### src/logic/tlp_pkg.sv
`default_nettype none

package tlp_pkg;

	// ------------------------------------------------------------
	// Request class, decoded from the type field of header word 0
	// ------------------------------------------------------------
	typedef enum logic [2:0] {
		// Memory read or write, direction comes from fmt[1]
		KIND_MEM_RD    = 3'h0,
		KIND_MEM_RD_LK = 3'h1,
		KIND_IO        = 3'h2,
		KIND_CFG0      = 3'h3,
		KIND_CFG1      = 3'h4,
		KIND_MSG       = 3'h5,
		KIND_CPL       = 3'h6,
		KIND_CPL_LK    = 3'h7
	} tlp_kind_e;

	// Width of the slave bus halfword address field
	localparam int SLV_ADR_BUS_W = 19;

	// Completion with data, fixed header fields
	localparam logic [1:0] CPL_FMT_DATA = 2'b10;
	localparam logic [4:0] CPL_TYPE = 5'b01010;
	localparam int CPL_HDR_WORDS = 6;

	// Posted data credit granularity
	localparam int CREDIT_DW_PER_UNIT = 4;

	typedef struct packed {
		logic [1:0]  fmt;
		tlp_kind_e   kind;
		logic [2:0]  tc;
		logic        td;
		logic        ep;
		logic [1:0]  attr;
		logic [9:0]  length;
		logic [15:0] req_id;
		logic [7:0]  tag;
		logic [3:0]  last_be;
		logic [3:0]  first_be;
		logic [63:2] addr;
		logic [6:0]  bar_hit;
	} tlp_hdr_t;

	typedef struct packed {
		logic        last;
		logic [15:0] data;
	} payload_t;

	typedef struct packed {
		logic       ph;
		logic       pd;
		logic       nph;
		logic       npd;
		logic [7:0] pd_num;
	} credit_t;

	typedef struct packed {
		logic [6:0]               bar;
		logic                     ce;
		logic                     we;
		logic [SLV_ADR_BUS_W-1:0] adr;
		logic [15:0]              dat;
		logic [1:0]               sel;
	} slv_req_t;

	typedef struct packed {
		logic [7:0] bus;
		logic [4:0] device;
		logic [2:0] func;
	} completer_id_t;

	typedef struct packed {
		logic [9:0]  length;
		logic [11:0] byte_count;
		logic [15:0] req_id;
		logic [7:0]  tag;
		logic [6:0]  lower_addr;
	} cpl_hdr_t;

endpackage

`default_nettype wire

### src/logic/tlp_rx_parser.sv
`timescale 1ns/1ps
`default_nettype none

module tlp_rx_parser
	import tlp_pkg::*;
(
	input  wire        pcie_clk,
	input  wire        sys_rst,
	input  wire        rx_st_i,
	input  wire        rx_end_i,
	input  wire [15:0] rx_data_i,
	input  wire [6:0]  rx_bar_hit_i,
	output tlp_hdr_t   hdr_o,
	output logic       hdr_valid_o,
	output logic       eop_o,
	output payload_t   pld_o,
	output logic       pld_valid_o
);

	typedef enum logic [3:0] {
		RX_HEAD0,
		RX_HEAD1,
		RX_REQID,
		RX_TAG,
		RX_ADDR_HI0,
		RX_ADDR_HI1,
		RX_ADDR_LO0,
		RX_ADDR_LO1,
		RX_PAYLOAD,
		RX_DISCARD
	} rx_state_e;

	rx_state_e state;

	function automatic tlp_kind_e decode_kind(input logic [4:0] typ);
		tlp_kind_e kind;
		if (typ[4]) begin
			kind = KIND_MSG;
		end else if (typ[3]) begin
			kind = typ[0] ? KIND_CPL_LK : KIND_CPL;
		end else begin
			case (typ[2:0])
				3'b000:  kind = KIND_MEM_RD;
				3'b001:  kind = KIND_MEM_RD_LK;
				3'b010:  kind = KIND_IO;
				3'b100:  kind = KIND_CFG0;
				default: kind = KIND_CFG1;
			endcase
		end
		return kind;
	endfunction

	// ------------------------------------------------------------
	// Header walk
	// ------------------------------------------------------------
	always_ff @(posedge pcie_clk) begin
		if (sys_rst) begin
			state <= RX_HEAD0;
			hdr_valid_o <= 1'b0;
			eop_o <= 1'b0;
			pld_valid_o <= 1'b0;
		end else begin
			hdr_valid_o <= (state == RX_ADDR_LO1);
			eop_o <= rx_end_i;
			pld_valid_o <= (state == RX_PAYLOAD);
			case (state)
				RX_HEAD0: begin
					if (rx_st_i)
						state <= RX_HEAD1;
				end
				RX_HEAD1: begin
					// Completions are not consumed here
					if (hdr_o.kind == KIND_CPL || hdr_o.kind == KIND_CPL_LK)
						state <= RX_DISCARD;
					else
						state <= RX_REQID;
				end
				RX_REQID:    state <= RX_TAG;
				RX_TAG:      state <= hdr_o.fmt[0] ? RX_ADDR_HI0 : RX_ADDR_LO0;
				RX_ADDR_HI0: state <= RX_ADDR_HI1;
				RX_ADDR_HI1: state <= RX_ADDR_LO0;
				RX_ADDR_LO0: state <= RX_ADDR_LO1;
				RX_ADDR_LO1: state <= RX_PAYLOAD;
				default:     state <= state;
			endcase
			if (rx_end_i && state != RX_HEAD0)
				state <= RX_HEAD0;
		end
	end

	// Field capture and payload delay
	always_ff @(posedge pcie_clk) begin
		pld_o <= '{last: rx_end_i, data: rx_data_i};
		case (state)
			RX_HEAD0: begin
				if (rx_st_i) begin
					hdr_o.fmt <= rx_data_i[14:13];
					hdr_o.kind <= decode_kind(rx_data_i[12:8]);
					hdr_o.tc <= rx_data_i[6:4];
					hdr_o.bar_hit <= rx_bar_hit_i;
				end
			end
			RX_HEAD1: begin
				hdr_o.td <= rx_data_i[15];
				hdr_o.ep <= rx_data_i[14];
				hdr_o.attr <= rx_data_i[13:12];
				hdr_o.length <= rx_data_i[9:0];
			end
			RX_REQID: hdr_o.req_id <= rx_data_i;
			RX_TAG: begin
				hdr_o.tag <= rx_data_i[15:8];
				hdr_o.last_be <= rx_data_i[7:4];
				hdr_o.first_be <= rx_data_i[3:0];
				// 3DW header, no upper address
				if (!hdr_o.fmt[0])
					hdr_o.addr[63:32] <= '0;
			end
			RX_ADDR_HI0: hdr_o.addr[63:48] <= rx_data_i;
			RX_ADDR_HI1: hdr_o.addr[47:32] <= rx_data_i;
			RX_ADDR_LO0: hdr_o.addr[31:16] <= rx_data_i;
			RX_ADDR_LO1: hdr_o.addr[15:2] <= rx_data_i[15:2];
			default: ;
		endcase
	end

	a_st_at_boundary: assert property (@(posedge pcie_clk) disable iff (sys_rst)
		rx_st_i |-> state == RX_HEAD0)
		else $error("rx_st_i seen inside a packet");

endmodule

`default_nettype wire

### src/logic/rx_credit_release.sv
`timescale 1ns/1ps
`default_nettype none

module rx_credit_release
	import tlp_pkg::*;
(
	input  wire      pcie_clk,
	input  wire      sys_rst,
	input  tlp_hdr_t hdr_i,
	input  wire      eop_i,
	output credit_t  credit_o
);

	logic [10:0] len_dw;
	logic [7:0]  pd_units;
	logic        bar_hit;

	// Dwords to data credits, rounded up
	assign len_dw = {1'b0, hdr_i.length};
	assign pd_units = 8'((len_dw + 11'(CREDIT_DW_PER_UNIT - 1)) / 11'(CREDIT_DW_PER_UNIT));
	assign bar_hit = |hdr_i.bar_hit;

	always_ff @(posedge pcie_clk) begin
		if (sys_rst) begin
			credit_o <= '0;
		end else begin
			credit_o <= '0;
			if (eop_i) begin
				case (hdr_i.kind)
					KIND_MEM_RD, KIND_MEM_RD_LK: begin
						// Memory misses release nothing
						if (bar_hit) begin
							if (hdr_i.fmt[1]) begin
								credit_o.ph <= 1'b1;
								credit_o.pd <= 1'b1;
								credit_o.pd_num <= pd_units;
							end else begin
								credit_o.nph <= 1'b1;
							end
						end
					end
					KIND_IO, KIND_CFG0, KIND_CFG1: begin
						credit_o.nph <= 1'b1;
						credit_o.npd <= hdr_i.fmt[1];
					end
					KIND_MSG: begin
						credit_o.ph <= 1'b1;
						if (hdr_i.fmt[1]) begin
							credit_o.pd <= 1'b1;
							credit_o.pd_num <= pd_units;
						end
					end
					default: ;
				endcase
			end
		end
	end

endmodule

`default_nettype wire

### src/logic/slave_sequencer.sv
`timescale 1ns/1ps
`default_nettype none

module slave_sequencer
	import tlp_pkg::*;
#(
	parameter int SLV_ADDR_W = 19
) (
	input  wire      pcie_clk,
	input  wire      sys_rst,
	input  tlp_hdr_t hdr_i,
	input  wire      hdr_valid_i,
	input  payload_t pld_i,
	input  wire      pld_valid_i,
	input  wire      rd_pull_i,
	input  wire      cpl_done_i,
	output slv_req_t slv_o,
	output cpl_hdr_t cpl_o,
	output logic     cpl_valid_o
);

	typedef enum logic [1:0] {
		SEQ_IDLE,
		SEQ_WRITE,
		SEQ_READ
	} seq_state_e;

	seq_state_e state;

	logic                  mem_hit;
	logic [SLV_ADDR_W-1:0] start_adr;
	logic [SLV_ADDR_W-1:0] adr_q;
	logic [10:0]           hw_idx;
	logic [9:0]            len_q;
	logic [3:0]            first_be_q;
	logic [3:0]            last_be_q;
	logic [3:0]            cur_be;
	logic [1:0]            be_lsb;
	logic [6:0]            bar_q;
	logic                  ce_q;
	logic                  we_q;
	logic [SLV_ADDR_W-1:0] slv_adr_q;
	logic [15:0]           dat_q;
	logic [1:0]            sel_q;

	assign mem_hit = hdr_valid_i && hdr_i.kind == KIND_MEM_RD && |hdr_i.bar_hit;
	// Dword address to halfword address
	assign start_adr = {hdr_i.addr[SLV_ADDR_W:2], 1'b0};

	// Byte enables of the dword holding the current halfword
	always_comb begin
		if (hw_idx[10:1] == '0)
			cur_be = first_be_q;
		else if (hw_idx[10:1] == len_q - 10'd1)
			cur_be = last_be_q;
		else
			cur_be = 4'b1111;
	end

	// First enabled byte, low bits of the completion lower address
	always_comb begin
		casez (hdr_i.first_be)
			4'b???1: be_lsb = 2'd0;
			4'b??10: be_lsb = 2'd1;
			4'b?100: be_lsb = 2'd2;
			4'b1000: be_lsb = 2'd3;
			default: be_lsb = 2'd0;
		endcase
	end

	// ------------------------------------------------------------
	// Control
	// ------------------------------------------------------------
	always_ff @(posedge pcie_clk) begin
		if (sys_rst) begin
			state <= SEQ_IDLE;
			ce_q <= 1'b0;
			we_q <= 1'b0;
			cpl_valid_o <= 1'b0;
		end else begin
			ce_q <= 1'b0;
			we_q <= 1'b0;
			cpl_valid_o <= 1'b0;
			case (state)
				SEQ_IDLE: begin
					if (mem_hit) begin
						cpl_valid_o <= !hdr_i.fmt[1];
						state <= hdr_i.fmt[1] ? SEQ_WRITE : SEQ_READ;
					end
				end
				SEQ_WRITE: begin
					if (pld_valid_i) begin
						ce_q <= 1'b1;
						we_q <= 1'b1;
						if (pld_i.last)
							state <= SEQ_IDLE;
					end
				end
				SEQ_READ: begin
					ce_q <= rd_pull_i;
					if (cpl_done_i)
						state <= SEQ_IDLE;
				end
				default: state <= SEQ_IDLE;
			endcase
		end
	end

	// Address, data and completion fields
	always_ff @(posedge pcie_clk) begin
		case (state)
			SEQ_IDLE: begin
				if (mem_hit) begin
					adr_q <= start_adr;
					hw_idx <= '0;
					len_q <= hdr_i.length;
					first_be_q <= hdr_i.first_be;
					last_be_q <= hdr_i.last_be;
					bar_q <= hdr_i.bar_hit;
					cpl_o <= '{
						length:     hdr_i.length,
						byte_count: {hdr_i.length, 2'b00},
						req_id:     hdr_i.req_id,
						tag:        hdr_i.tag,
						lower_addr: {hdr_i.addr[6:2], be_lsb}
					};
				end
			end
			SEQ_WRITE: begin
				if (pld_valid_i) begin
					slv_adr_q <= adr_q;
					adr_q <= adr_q + 1'b1;
					hw_idx <= hw_idx + 1'b1;
					dat_q <= pld_i.data;
					sel_q <= hw_idx[0] ? {cur_be[2], cur_be[3]} : {cur_be[0], cur_be[1]};
				end
			end
			SEQ_READ: begin
				if (rd_pull_i) begin
					slv_adr_q <= adr_q;
					adr_q <= adr_q + 1'b1;
					sel_q <= 2'b11;
				end
			end
			default: ;
		endcase
	end

	assign slv_o = '{
		bar: bar_q,
		ce:  ce_q,
		we:  we_q,
		adr: SLV_ADR_BUS_W'(slv_adr_q),
		dat: dat_q,
		sel: sel_q
	};

	a_no_write_in_read: assert property (@(posedge pcie_clk) disable iff (sys_rst)
		state == SEQ_READ |-> !we_q)
		else $error("slave write issued during a read completion");

endmodule

`default_nettype wire

### src/logic/cpl_transmitter.sv
`timescale 1ns/1ps
`default_nettype none

module cpl_transmitter
	import tlp_pkg::*;
(
	input  wire           pcie_clk,
	input  wire           sys_rst,
	input  cpl_hdr_t      cpl_i,
	input  wire           cpl_valid_i,
	input  completer_id_t cpl_id_i,
	input  wire [15:0]    rd_data_i,
	input  wire           tx_rdy_i,
	output logic          tx_req_o,
	output logic          tx_st_o,
	output logic          tx_end_o,
	output logic [15:0]   tx_data_o,
	output logic          rd_pull_o,
	output logic          cpl_done_o
);

	typedef enum logic [1:0] {
		TX_IDLE,
		TX_WAIT,
		TX_HEADER,
		TX_DATA
	} tx_state_e;

	tx_state_e state;

	cpl_hdr_t    cpl_q;
	logic [11:0] cnt;
	logic [11:0] n_words;
	logic        last_word;
	logic [15:0] hdr_word;

	// Length 0 stands for 1024 dwords
	assign n_words = {cpl_q.length == 10'd0, cpl_q.length, 1'b0};
	assign last_word = (cnt == n_words - 12'd1);

	always_ff @(posedge pcie_clk) begin
		if (sys_rst) begin
			state <= TX_IDLE;
			tx_req_o <= 1'b0;
			cnt <= '0;
		end else begin
			case (state)
				TX_IDLE: begin
					if (cpl_valid_i) begin
						tx_req_o <= 1'b1;
						state <= TX_WAIT;
					end
				end
				TX_WAIT: begin
					if (tx_rdy_i) begin
						tx_req_o <= 1'b0;
						cnt <= '0;
						state <= TX_HEADER;
					end
				end
				TX_HEADER: begin
					if (cnt == 12'(CPL_HDR_WORDS - 1)) begin
						cnt <= '0;
						state <= TX_DATA;
					end else begin
						cnt <= cnt + 12'd1;
					end
				end
				TX_DATA: begin
					cnt <= cnt + 12'd1;
					if (last_word)
						state <= TX_IDLE;
				end
				default: state <= TX_IDLE;
			endcase
		end
	end

	always_ff @(posedge pcie_clk) begin
		if (state == TX_IDLE && cpl_valid_i)
			cpl_q <= cpl_i;
	end

	// ------------------------------------------------------------
	// Completion header words
	// ------------------------------------------------------------
	always_comb begin
		case (cnt[2:0])
			3'd0:    hdr_word = {1'b0, CPL_FMT_DATA, CPL_TYPE, 1'b0, 3'b000, 4'b0000};
			3'd1:    hdr_word = {4'b0000, 2'b00, cpl_q.length};
			3'd2:    hdr_word = cpl_id_i;
			// Successful status, no BCM
			3'd3:    hdr_word = {3'b000, 1'b0, cpl_q.byte_count};
			3'd4:    hdr_word = cpl_q.req_id;
			3'd5:    hdr_word = {cpl_q.tag, 1'b0, cpl_q.lower_addr};
			default: hdr_word = '0;
		endcase
	end

	assign tx_st_o = (state == TX_HEADER) && (cnt == '0);
	assign tx_end_o = (state == TX_DATA) && last_word;
	assign cpl_done_o = tx_end_o;
	assign tx_data_o = (state == TX_DATA) ? rd_data_i : hdr_word;

	// Slave read data arrives two cycles after the pull
	assign rd_pull_o = ((state == TX_HEADER) && (cnt >= 12'(CPL_HDR_WORDS - 2)))
		|| ((state == TX_DATA) && (cnt + 12'd2 < n_words));

	a_start_after_grant: assert property (@(posedge pcie_clk) disable iff (sys_rst)
		tx_st_o |-> $past(tx_req_o && tx_rdy_i))
		else $error("completion started without request and ready");

endmodule

`default_nettype wire

### src/logic/pcie_tlp_top.sv
`timescale 1ns/1ps
`default_nettype none

module pcie_tlp_top
	import tlp_pkg::*;
#(
	parameter int SLV_ADDR_W = 19
) (
	input  wire           pcie_clk,
	input  wire           sys_rst,
	input  wire [6:0]     rx_bar_hit_i,
	input  wire           rx_st_i,
	input  wire           rx_end_i,
	input  wire [15:0]    rx_data_i,
	input  completer_id_t cpl_id_i,
	input  wire           tx_rdy_i,
	output logic          tx_req_o,
	output logic          tx_st_o,
	output logic          tx_end_o,
	output logic [15:0]   tx_data_o,
	output credit_t       credit_o,
	output slv_req_t      slv_o,
	input  wire [15:0]    slv_dat_i
);

	tlp_hdr_t hdr;
	logic     hdr_valid;
	logic     eop;
	payload_t pld;
	logic     pld_valid;
	cpl_hdr_t cpl;
	logic     cpl_valid;
	logic     rd_pull;
	logic     cpl_done;

	// ------------------------------------------------------------
	// Receive path
	// ------------------------------------------------------------
	tlp_rx_parser u_parser (
		.pcie_clk     (pcie_clk),
		.sys_rst      (sys_rst),
		.rx_st_i      (rx_st_i),
		.rx_end_i     (rx_end_i),
		.rx_data_i    (rx_data_i),
		.rx_bar_hit_i (rx_bar_hit_i),
		.hdr_o        (hdr),
		.hdr_valid_o  (hdr_valid),
		.eop_o        (eop),
		.pld_o        (pld),
		.pld_valid_o  (pld_valid)
	);

	rx_credit_release u_credit (
		.pcie_clk (pcie_clk),
		.sys_rst  (sys_rst),
		.hdr_i    (hdr),
		.eop_i    (eop),
		.credit_o (credit_o)
	);

	slave_sequencer #(
		.SLV_ADDR_W (SLV_ADDR_W)
	) u_seq (
		.pcie_clk    (pcie_clk),
		.sys_rst     (sys_rst),
		.hdr_i       (hdr),
		.hdr_valid_i (hdr_valid),
		.pld_i       (pld),
		.pld_valid_i (pld_valid),
		.rd_pull_i   (rd_pull),
		.cpl_done_i  (cpl_done),
		.slv_o       (slv_o),
		.cpl_o       (cpl),
		.cpl_valid_o (cpl_valid)
	);

	// Completion path, read data comes straight from the slave bus
	cpl_transmitter u_tx (
		.pcie_clk    (pcie_clk),
		.sys_rst     (sys_rst),
		.cpl_i       (cpl),
		.cpl_valid_i (cpl_valid),
		.cpl_id_i    (cpl_id_i),
		.rd_data_i   (slv_dat_i),
		.tx_rdy_i    (tx_rdy_i),
		.tx_req_o    (tx_req_o),
		.tx_st_o     (tx_st_o),
		.tx_end_o    (tx_end_o),
		.tx_data_o   (tx_data_o),
		.rd_pull_o   (rd_pull),
		.cpl_done_o  (cpl_done)
	);

endmodule

`default_nettype wire

### config.mk
export PLATFORM = sky130hd
export DESIGN_NAME = pcie_tlp_top
export DESIGN_NICKNAME = d
export VERILOG_FILES = /design/src/logic/tlp_pkg.sv /design/src/logic/tlp_rx_parser.sv /design/src/logic/rx_credit_release.sv /design/src/logic/slave_sequencer.sv /design/src/logic/cpl_transmitter.sv /design/src/logic/pcie_tlp_top.sv
export SDC_FILE = /design/constraint.sdc
export NUM_CORES = 1
export LEC_CHECK = 0
export BUFFER_PORTS_ARGS = -buffer_cell sky130_fd_sc_hd__buf_4
export CAP_MARGIN = 40
export CORE_MARGIN = 5
export CORE_UTILIZATION = 60
export DETAILED_ROUTE_END_ITERATION = 16
export GPL_TIMING_DRIVEN = 0
export PLACE_DENSITY = 0.88
export SYNTH_ARGS = -nofsm -noshare
export SYNTH_HDL_FRONTEND = slang
export SYNTH_SLANG_ARGS = --single-unit
### constraint.sdc
create_clock -name pcie_clk -period 13 [get_ports pcie_clk]
set_input_delay 2.6 -clock pcie_clk [delete_from_list [all_inputs] [get_ports pcie_clk]]
set_output_delay 2.6 -clock pcie_clk [all_outputs]
set_load 0.02 [all_outputs]
==> results of run 1 <==
==> through the flow <==
step,area (sq um),cells
3_5_place_dp,13400,1298
4_1_cts,14300,1348
6_report,14300,1348
3_3_place_gp,13300,1291
2_1_floorplan,12000,890
5_1_grt,14300,1348
==> synthesized netlist by cell type (11+ instances only) <==
library cell,instances
sky130_fd_sc_hd__o21ai_0,14
sky130_fd_sc_hd__nor2b_1,15
sky130_fd_sc_hd__and2_1,11
sky130_fd_sc_hd__inv_1,28
sky130_fd_sc_hd__nand3_1,30
sky130_fd_sc_hd__or3_1,11
sky130_fd_sc_hd__a21oi_1,43
sky130_fd_sc_hd__dfxtp_1,56
sky130_fd_sc_hd__clkbuf_1,21
sky130_fd_sc_hd__xnor2_1,34
sky130_fd_sc_hd__a22oi_1,12
sky130_fd_sc_hd__nor3_1,20
sky130_fd_sc_hd__ha_1,31
sky130_fd_sc_hd__nand2_1,52
sky130_fd_sc_hd__o21ai_1,20
sky130_fd_sc_hd__xor2_1,36
sky130_fd_sc_hd__nor2_1,79
sky130_fd_sc_hd__edfxtp_1,236
==> worst paths after layout <==
check	start	end	slack, ns	cells past startpoint
setup / recovery	cpl_id_i[9]	tx_data_o[9]	6.88	5
hold / removal	u_parser.pld_o[4]	u_seq.dat_q[4]	0.41	0
setup reg to reg	u_tx.cnt[2]	u_seq.adr_q[0]	9.02	11
hold reg to reg	u_parser.pld_o[4]	u_seq.dat_q[4]	0.41	0
==> critical path, stage by stage <==
cell and delay (ns):
sky130_fd_sc_hd__buf_4 0.11, sky130_fd_sc_hd__a221oi_1 0.27, sky130_fd_sc_hd__o21ai_1 0.10, sky130_fd_sc_hd__mux2_2 0.28
sky130_fd_sc_hd__buf_4 0.15
==> area by class of cell <==
class | count | area [sq um] | share of cell area, %
repair buffers | 143 | 1100 | 7.72
well taps | 265 | 332 | 2.32
clock buffers | 35 | 747 | 5.22
inverters | 31 | 116 | 0.813
flip-flops and latches | 292 | 8210 | 57.4
multi-input cells | 530 | 3480 | 24.4
clock inverters | 15 | 139 | 0.971
plain buffers | 37 | 175 | 1.22
==> sequential cells by signal, summed over array words and instances (netlist names), 16 cells and up <==
register and cells:
u_parser.hdr_o 72, u_seq.cpl_o 41, u_tx.cpl_q 41, u_seq.adr_q 19, u_seq.slv_adr_q 19, u_parser.pld_o 17, u_seq.dat_q 16
==> metal layers <==
layer	GRT usage, %	up-vias	wire [um]
li1	-	3633	-
met5	0	-	0
met3	5.03	64	2950
met4	8.48	0	892
met2	40.2	458	13200
met1	32.1	3781	10400
==> power by group through the flow <==
stage / Sequential (uW) / Combinational, uW / Clock, uW
5_1_grt: 1100 / 187 / 832
3_5_place_dp: 1110 / 169 / 0
2_1_floorplan: 1110 / 88.5 / 0
4_1_cts: 1090 / 174 / 784
6_report: 1090 / 175 / 778
3_3_place_gp: 1110 / 154 / 0
==> kinds of logic after synthesis <==
logic type	Yosys count	share of synthesized area, %
muxes	9	0.796
adders and majority gates	32	3.33
DFF	292	68.7
and+or+nand+nor	272	11.4
xor gates and xnor gates	70	5.13
buffers and inverters	68	2.44
AOI/OAI and AO/OA	147	8.20
==> results.toml, run 1 <==
[outcome]
outcome = "finished clean"

[die]
die_x_um = 151
core_box_area_sq_um = 19500
die_height_um = 151
initial_utilization_pct = 61.2
fp-row-count = 51
ioPinCount = 137
full_die_area_sq_um = 22800

[timing]
max_slew_margin_pct = 42.1
whs_ns = 0.405
fmax_ghz = 0.163
skew_ns = 0.0278
final-max-slew-violation-count = 0
grt_setup_unrepaired = "no"
final-setup-viol-count = 0
min_period_ns = 6.12
layout_setup_ws_ns = 6.88
finalCritPeriodShare_pct = 47.1
tns_setup_ns = 0
worst_pin_slew_ns = 0.869
finalHoldViolations = 0

[setup_path]
critical_path_data_arrival_time_ns = 3.52
crit_path_end_kind = "output port"
required_time_of_the_worst_setup_path_ns = 10.40
startpoint_type = "input pin"
timing.critical_path.fanout_max = 1
timing.setup.critical_path_class = "input pin to output port"

[synth]
ys_async_sr_fraction_pct = 0
synth_largest_type_area_fraction_pct = 59.3
count_of_yosys_warnings_during_synthesis = 0
synth.top_cells.by_area = "sky130_fd_sc_hd__edfxtp_1, sky130_fd_sc_hd__dfxtp_1, sky130_fd_sc_hd__ha_1, sky130_fd_sc_hd__xor2_1, sky130_fd_sc_hd__xnor2_1"
post_synth_instance_area_sq_um = 12000
synth.net_count = 981
synth_edf_count = 236
post_synth_num_cell_types = 63
seq_area_frac_synth_pct = 68.7
synthFlopType = "sky130_fd_sc_hd__edfxtp_1"
ys_ff_latch = 292
synthCells = 890
post-synth-top-area-cell = "sky130_fd_sc_hd__edfxtp_1"
postSynthAreaPerCell_sq_um = 13.4

[run]
cap_violations = 0

[final_layout]
post_route_cells_drive_above_1_share_pct = 19.6
insertedDiodeCount = 0
layout.filler_cells = 1216
commonest_cells_after_routing_fill_and_taps_aside = "sky130_fd_sc_hd__edfxtp_1, sky130_fd_sc_hd__buf_4, sky130_fd_sc_hd__nor2_1"
layout.nets = 1153
layout_commonest_cell = "sky130_fd_sc_hd__edfxtp_1"
post-route-util_pct = 73.3
syn_to_final_growth_pct = 19.7

[route]
drc = 0
dr.pass1.iters = 5
detail-route-antenna-nets = 0
vias_per_cell = 5.89
detailroute.via_count = 7936
post_drt_wl_per_cell_um = 20.4
drt_first_iter_violations = 816
finalWirelength_um = 27500

[power_and_ir_drop]
clockPowerShare_pct = 38.0
total_leakage_power_uw = 0.00523
power.density_nw_per_um2 = 143
power_frac_seq_pct = 53.5
p_comb_share_pct = 8.5
totalPowerFinal_uw = 2050
cell_internal_pwr_uw = 1580
netSwitchingFraction_pct = 23.0
max-vdd-ir-drop_mv = 0.199
power_switching_uw = 471

[placement]
numPortBuffers = 136
hpwlAfterDp_um = 19100
preCtsSetupSlack_ns = 6.89
place_congestion = 0.927

[cts]
clkLatencyLatePin_ns = 0.55
post-cts-setup-buffers = 0
cts_tree = "built"
tritoncts.num_buffers = 27
root_buffer = "sky130_fd_sc_hd__clkbuf_16"
clock_tree.htree_level_count = 1
ctsLongestPathBuffers = 3
cts_sinks = 292
post_cts.resized_instances = 0
cts.hold.buffers_added = 0
clk_pin_slew_ns = 0.07

[min_path]
min-delay-path-class = "flop to flop"

[grt]
overflow = 0
first_global_vias = 7841
grt_antenna_before_repair = 0
groute.usage.overall_pct = 24.2
grt_start_max_net_pins = 42
first_pass_grt_wire_length_um = 42300
(Power assumes the default switching activity.)
==> run 2, diff against run 1 <==
--- a/config.mk
+++ b/config.mk
@@ -8,10 +8,10 @@
 export BUFFER_PORTS_ARGS = -buffer_cell sky130_fd_sc_hd__buf_4
 export CAP_MARGIN = 40
 export CORE_MARGIN = 5
-export CORE_UTILIZATION = 60
+export CORE_UTILIZATION = 58
 export DETAILED_ROUTE_END_ITERATION = 16
 export GPL_TIMING_DRIVEN = 0
-export PLACE_DENSITY = 0.88
+export PLACE_DENSITY = 0.85
 export SYNTH_ARGS = -nofsm -noshare
 export SYNTH_HDL_FRONTEND = slang
 export SYNTH_SLANG_ARGS = --single-unit
==> constraint.sdc (replaced) <==
create_clock -name pcie_clk -period 5.9 [get_ports pcie_clk]
set_input_delay 1.18 -clock pcie_clk [delete_from_list [all_inputs] [get_ports pcie_clk]]
set_output_delay 1.18 -clock pcie_clk [all_outputs]
set_load 0.02 [all_outputs]
==> results.toml, run 2 (synthesized netlist as in run 1, its figures left out) <==
[cts]
clkLatencyLatePin_ns = 0.54
cts_sinks = 292
root_buffer = "sky130_fd_sc_hd__clkbuf_16"
ctsLongestPathBuffers = 3
clock_tree.htree_level_count = 1
post-cts-setup-buffers = 0
cts_tree = "built"
post_cts.resized_instances = 0
clk_pin_slew_ns = 0.06
cts.hold.buffers_added = 0
tritoncts.num_buffers = 27

[grt]
grt_antenna_before_repair = 1
first_pass_grt_wire_length_um = 41700
groute.usage.overall_pct = 22.5
grt_start_max_net_pins = 42
overflow = 0
first_global_vias = 7763

[setup_path]
required_time_of_the_worst_setup_path_ns = 4.72
r2r.worst_path.cells = 11
slowest_stage = "sky130_fd_sc_hd__a222oi_1"
timing.setup.critical_path_class = "flop to output port"
critical_path_data_arrival_time_ns = 3.26
crit_path_max_incr_delay_ns = 0.62
timing.critical_path.fanout_max = 10
worstPathCellList = "clkbuf_1, inv_2, ha_1, clkbuf_1, a222oi_1, o21ai_1, a22o_1, buf_4"
crit_path_end_kind = "output port"
cpMostUsedCell = "sky130_fd_sc_hd__clkbuf_1"
startpoint_type = "flop"

[min_path]
min-delay-path-class = "flop to flop"
min_path_cells = 0

[route]
dr.pass1.iters = 6
finalWirelength_um = 27200
detail-route-antenna-nets = 0
drt_first_iter_violations = 766
drc = 0
vias_per_cell = 5.79
post_drt_wl_per_cell_um = 20.1
detailroute.via_count = 7844

[timing]
final-setup-viol-count = 0
grt_setup_unrepaired = "no"
final-max-slew-violation-count = 0
fmax_ghz = 0.225
min_period_ns = 4.44
whs_ns = 0.404
tns_setup_ns = 0
finalHoldViolations = 0
max_slew_margin_pct = 42.7
finalCritPeriodShare_pct = 75.3
worst_pin_slew_ns = 0.856
layout_setup_ws_ns = 1.46
skew_ns = 0.0199

[placement]
place_congestion = 0.895
numPortBuffers = 136
hpwlAfterDp_um = 18900
preCtsSetupSlack_ns = 2.03
dpl-instance-area_sq_um = 13400

[run]
cap_violations = 0

[final_layout]
insertedDiodeCount = 0
post-route-util_pct = 70.7
commonest_cells_after_routing_fill_and_taps_aside = "sky130_fd_sc_hd__edfxtp_1, sky130_fd_sc_hd__buf_4, sky130_fd_sc_hd__nor2_1"
largest-register = "u_parser.hdr_o"
post_route_cells_drive_above_1_share_pct = 19.6
biggestRegsByFlops = "u_parser.hdr_o x72, u_seq.cpl_o x41, u_tx.cpl_q x41"
layout_commonest_cell = "sky130_fd_sc_hd__edfxtp_1"
largest_register_ff_count = 72
postLayoutCellArea_sq_um = 14300
syn_to_final_growth_pct = 19.6
layout.nets = 1154

[power_and_ir_drop]
power.density_nw_per_um2 = 311
max-vdd-ir-drop_mv = 0.287
total_leakage_power_uw = 0.00523

[die]
initial_utilization_pct = 59.1
ioPinCount = 137
die_x_um = 154
die_height_um = 154
full_die_area_sq_um = 23600
core_box_area_sq_um = 20200
fp-row-count = 52

[outcome]
outcome = "finished clean"
## run 2: cell count changes in the layout (fill, tap and decap cells not counted), sizes merged
cell and delta:
clkinv -5, bufinv -2, inv -1, clkinvlp -1
buf +1, clkbuf +9
## run 2: power by group
part           internal, uW  switching (uW)
combinational           144             238
clock                   944             709
sequential             2340            69.4
total                  3430            1020
## run 2: layer usage
metal / part of all wire [%] / GRT usage, %
met3: 10 / 5.76
met1: 39 / 29.0
met5: 0.048 / 0
met4: 4.0 / 8.83
met2: 47 / 36.9
## run 2: area by class of cell
type | instances | area, sq um
Buffer | 37 | 175
Inverter | 31 | 116
Clock inverter | 6 | 40.0
Clock buffer | 44 | 812
Tap cell | 270 | 338
Timing Repair Buffer | 144 | 1120
Multi-Input combinational cell | 530 | 3480
Fill cell | 1295 | 5940
Sequential cell | 292 | 8210
## run 2: path summary, 6_finish.rpt
path,start,endpoint,slack (ns)
setup reg to reg,u_tx.cnt[2],u_seq.adr_q[0],2.03
hold reg to reg,u_parser.pld_o[5],u_seq.dat_q[5],0.40
setup / recovery,u_tx.cnt[2],tx_data_o[2],1.46
hold / removal,u_parser.pld_o[5],u_seq.dat_q[5],0.40
## run 2: worst max-delay path: cells and delay by family (launching register included)
family                     cells  cell delay, ns
AOI/OAI and AO/OA              3            1.00
buffers and inverters          4            0.98
DFF                            1            0.50
adders and majority gates      1            0.25
## run 2: metrics by stage
| step | std cells | power [uW] |
|---|---|---|
| finish | 1354 | 4440 |
| global route | 1354 | 4590 |
| CTS | 1353 | 4460 |
| detailed placement | 1303 | 2820 |
| global placement | 1296 | 2790 |
| floorplan | 890 | 2650 |
==> run 3, diff against run 2 <==
==> constraint.sdc (replaced) <==
create_clock -name pcie_clk -period 4.1 [get_ports pcie_clk]
set_input_delay 0.82 -clock pcie_clk [delete_from_list [all_inputs] [get_ports pcie_clk]]
set_output_delay 0.82 -clock pcie_clk [all_outputs]
set_load 0.02 [all_outputs]
==> results.toml, run 3 (synthesized netlist as in run 1, its figures left out) <==
[outcome]
outcome = "finished clean"

[grt]
groute.usage.overall_pct = 22.8
overflow = 0
grt_start_max_net_pins = 42
first_pass_grt_wire_length_um = 42800
first_global_vias = 7745
grt_antenna_before_repair = 1

[cts]
post-cts-setup-buffers = 0
clk_pin_slew_ns = 0.06
root_buffer = "sky130_fd_sc_hd__clkbuf_16"
post_cts.resized_instances = 0
clkLatencyLatePin_ns = 0.55
cts_tree = "built"
cts.hold.buffers_added = 0
clock_tree.htree_level_count = 1
tritoncts.num_buffers = 27
ctsLongestPathBuffers = 3
cts_sinks = 292

[route]
detail-route-antenna-nets = 0
met2_wire_length_um = 13200
wl_met1_um = 10700
drc = 0
drt_first_iter_violations = 718
dr.max_layer_used = "met4"
post_drt_wl_per_cell_um = 20.3
vias_per_cell = 5.84
dr_wl_met3_um = 2790
finalWirelength_um = 27400
dr.pass1.iters = 7
detailroute.via_count = 7896

[final_layout]
biggestRegsByFlops = "u_parser.hdr_o x72, u_seq.cpl_o x41, u_tx.cpl_q x41"
insertedDiodeCount = 0
largest-register = "u_parser.hdr_o"
layout.nets = 1153
multiInputGateArea_sq_um = 3480
largest_register_ff_count = 72
layout_commonest_cell = "sky130_fd_sc_hd__edfxtp_1"
layout.filler_cells = 1286
regArea_sq_um = 8210
post_route_cells_drive_above_1_share_pct = 20.3
syn_to_final_growth_pct = 20.1
commonest_cells_after_routing_fill_and_taps_aside = "sky130_fd_sc_hd__edfxtp_1, sky130_fd_sc_hd__buf_4, sky130_fd_sc_hd__nor2_1"

[setup_path]
startpoint_type = "flop"
crit_path_end_kind = "output port"
crit_path_max_incr_delay_ns = 0.54
cpMostUsedCell = "sky130_fd_sc_hd__clkbuf_1"
required_time_of_the_worst_setup_path_ns = 3.28
timing.setup.critical_path_class = "flop to output port"
slowest_stage = "sky130_fd_sc_hd__dfxtp_1"
critical_path_data_arrival_time_ns = 3.13
worstPathCellList = "inv_1, ha_1, clkbuf_1, and2_1, clkbuf_1, a222oi_1, o21ai_1, a22o_1, buf_4"
timing.critical_path.fanout_max = 9

[timing]
layout_setup_ws_ns = 0.150
min_period_ns = 3.95
worst_pin_slew_ns = 0.885
final-setup-viol-count = 0
finalCritPeriodShare_pct = 96.3
max_slew_margin_pct = 41.0
grt_setup_unrepaired = "no"
fmax_ghz = 0.253
whs_ns = 0.404
final-max-slew-violation-count = 0
skew_ns = 0.0224
finalHoldViolations = 0

[die]
fp-row-count = 52
core_box_area_sq_um = 20200
die_height_um = 154
die_x_um = 154
initial_utilization_pct = 59.1
full_die_area_sq_um = 23600
ioPinCount = 137

[placement]
numPortBuffers = 136
hpwlAfterDp_um = 18600
preCtsSetupSlack_ns = 0.231
place_congestion = 0.911

[min_path]
min-delay-path-class = "flop to flop"

[run]
cap_violations = 0

[power_and_ir_drop]
max-vdd-ir-drop_mv = 0.395
total_leakage_power_uw = 0.00526
totalPowerFinal_uw = 6580
power.density_nw_per_um2 = 458
-- run 3: worst paths after layout --
kind,cells after the start,from,to,slack (ns)
min,0,u_parser.pld_o[14],u_seq.dat_q[14],0.40
max reg2reg,11,u_tx.cnt[2],u_seq.adr_q[0],0.25
min reg2reg,0,u_parser.pld_o[14],u_seq.dat_q[14],0.40
max,9,u_tx.cnt[1],tx_data_o[2],0.15
-- run 3: worst max-delay path, delay by kind of cell, from the launching register on --
kind                       cells  cell delay (ns)
DFF                            1             0.54
adders and majority gates      1             0.21
and+or+nand+nor                1             0.21
buffers and inverters          4             0.75
AOI/OAI and AO/OA              3             0.88
-- run 3: per-stage QoR --
step	instance area [sq um]	TNS, ns	std cells	utilization (%)
2_1_floorplan	12000	0	890	-
3_3_place_gp	13300	-49.28	1296	65.8
3_5_place_dp	13400	0	1303	66.4
4_1_cts	14400	0	1353	70.9
5_1_grt	14400	0	1353	70.9
6_report	14400	0	1353	70.9
-- run 3: metal layers --
layer / track usage [%] / vias up
met5: 0 / -
met4: 7.11 / 0
met3: 5.09 / 72
met2: 37.9 / 438
met1: 30.3 / 3748
li1: - / 3638
-- run 3: cell type report --
cell class / instances / area share [%]
Sequential cell: 292 / 57.2
Multi-Input combinational cell: 530 / 24.3
Timing Repair Buffer: 143 / 7.70
Clock buffer: 36 / 5.29
Tap cell: 270 / 2.35
Buffer: 37 / 1.23
Clock inverter: 14 / 1.14
Inverter: 31 / 0.811
-- run 3: power by group --
| part | leakage [uW] | switching, uW | internal, uW |
|---|---|---|---|
| clock network | 0.000455 | 1060 | 1500 |
| logic | 0.00221 | 340 | 207 |
| registers | 0.00259 | 102 | 3370 |
| total | 0.00526 | 1500 | 5080 |
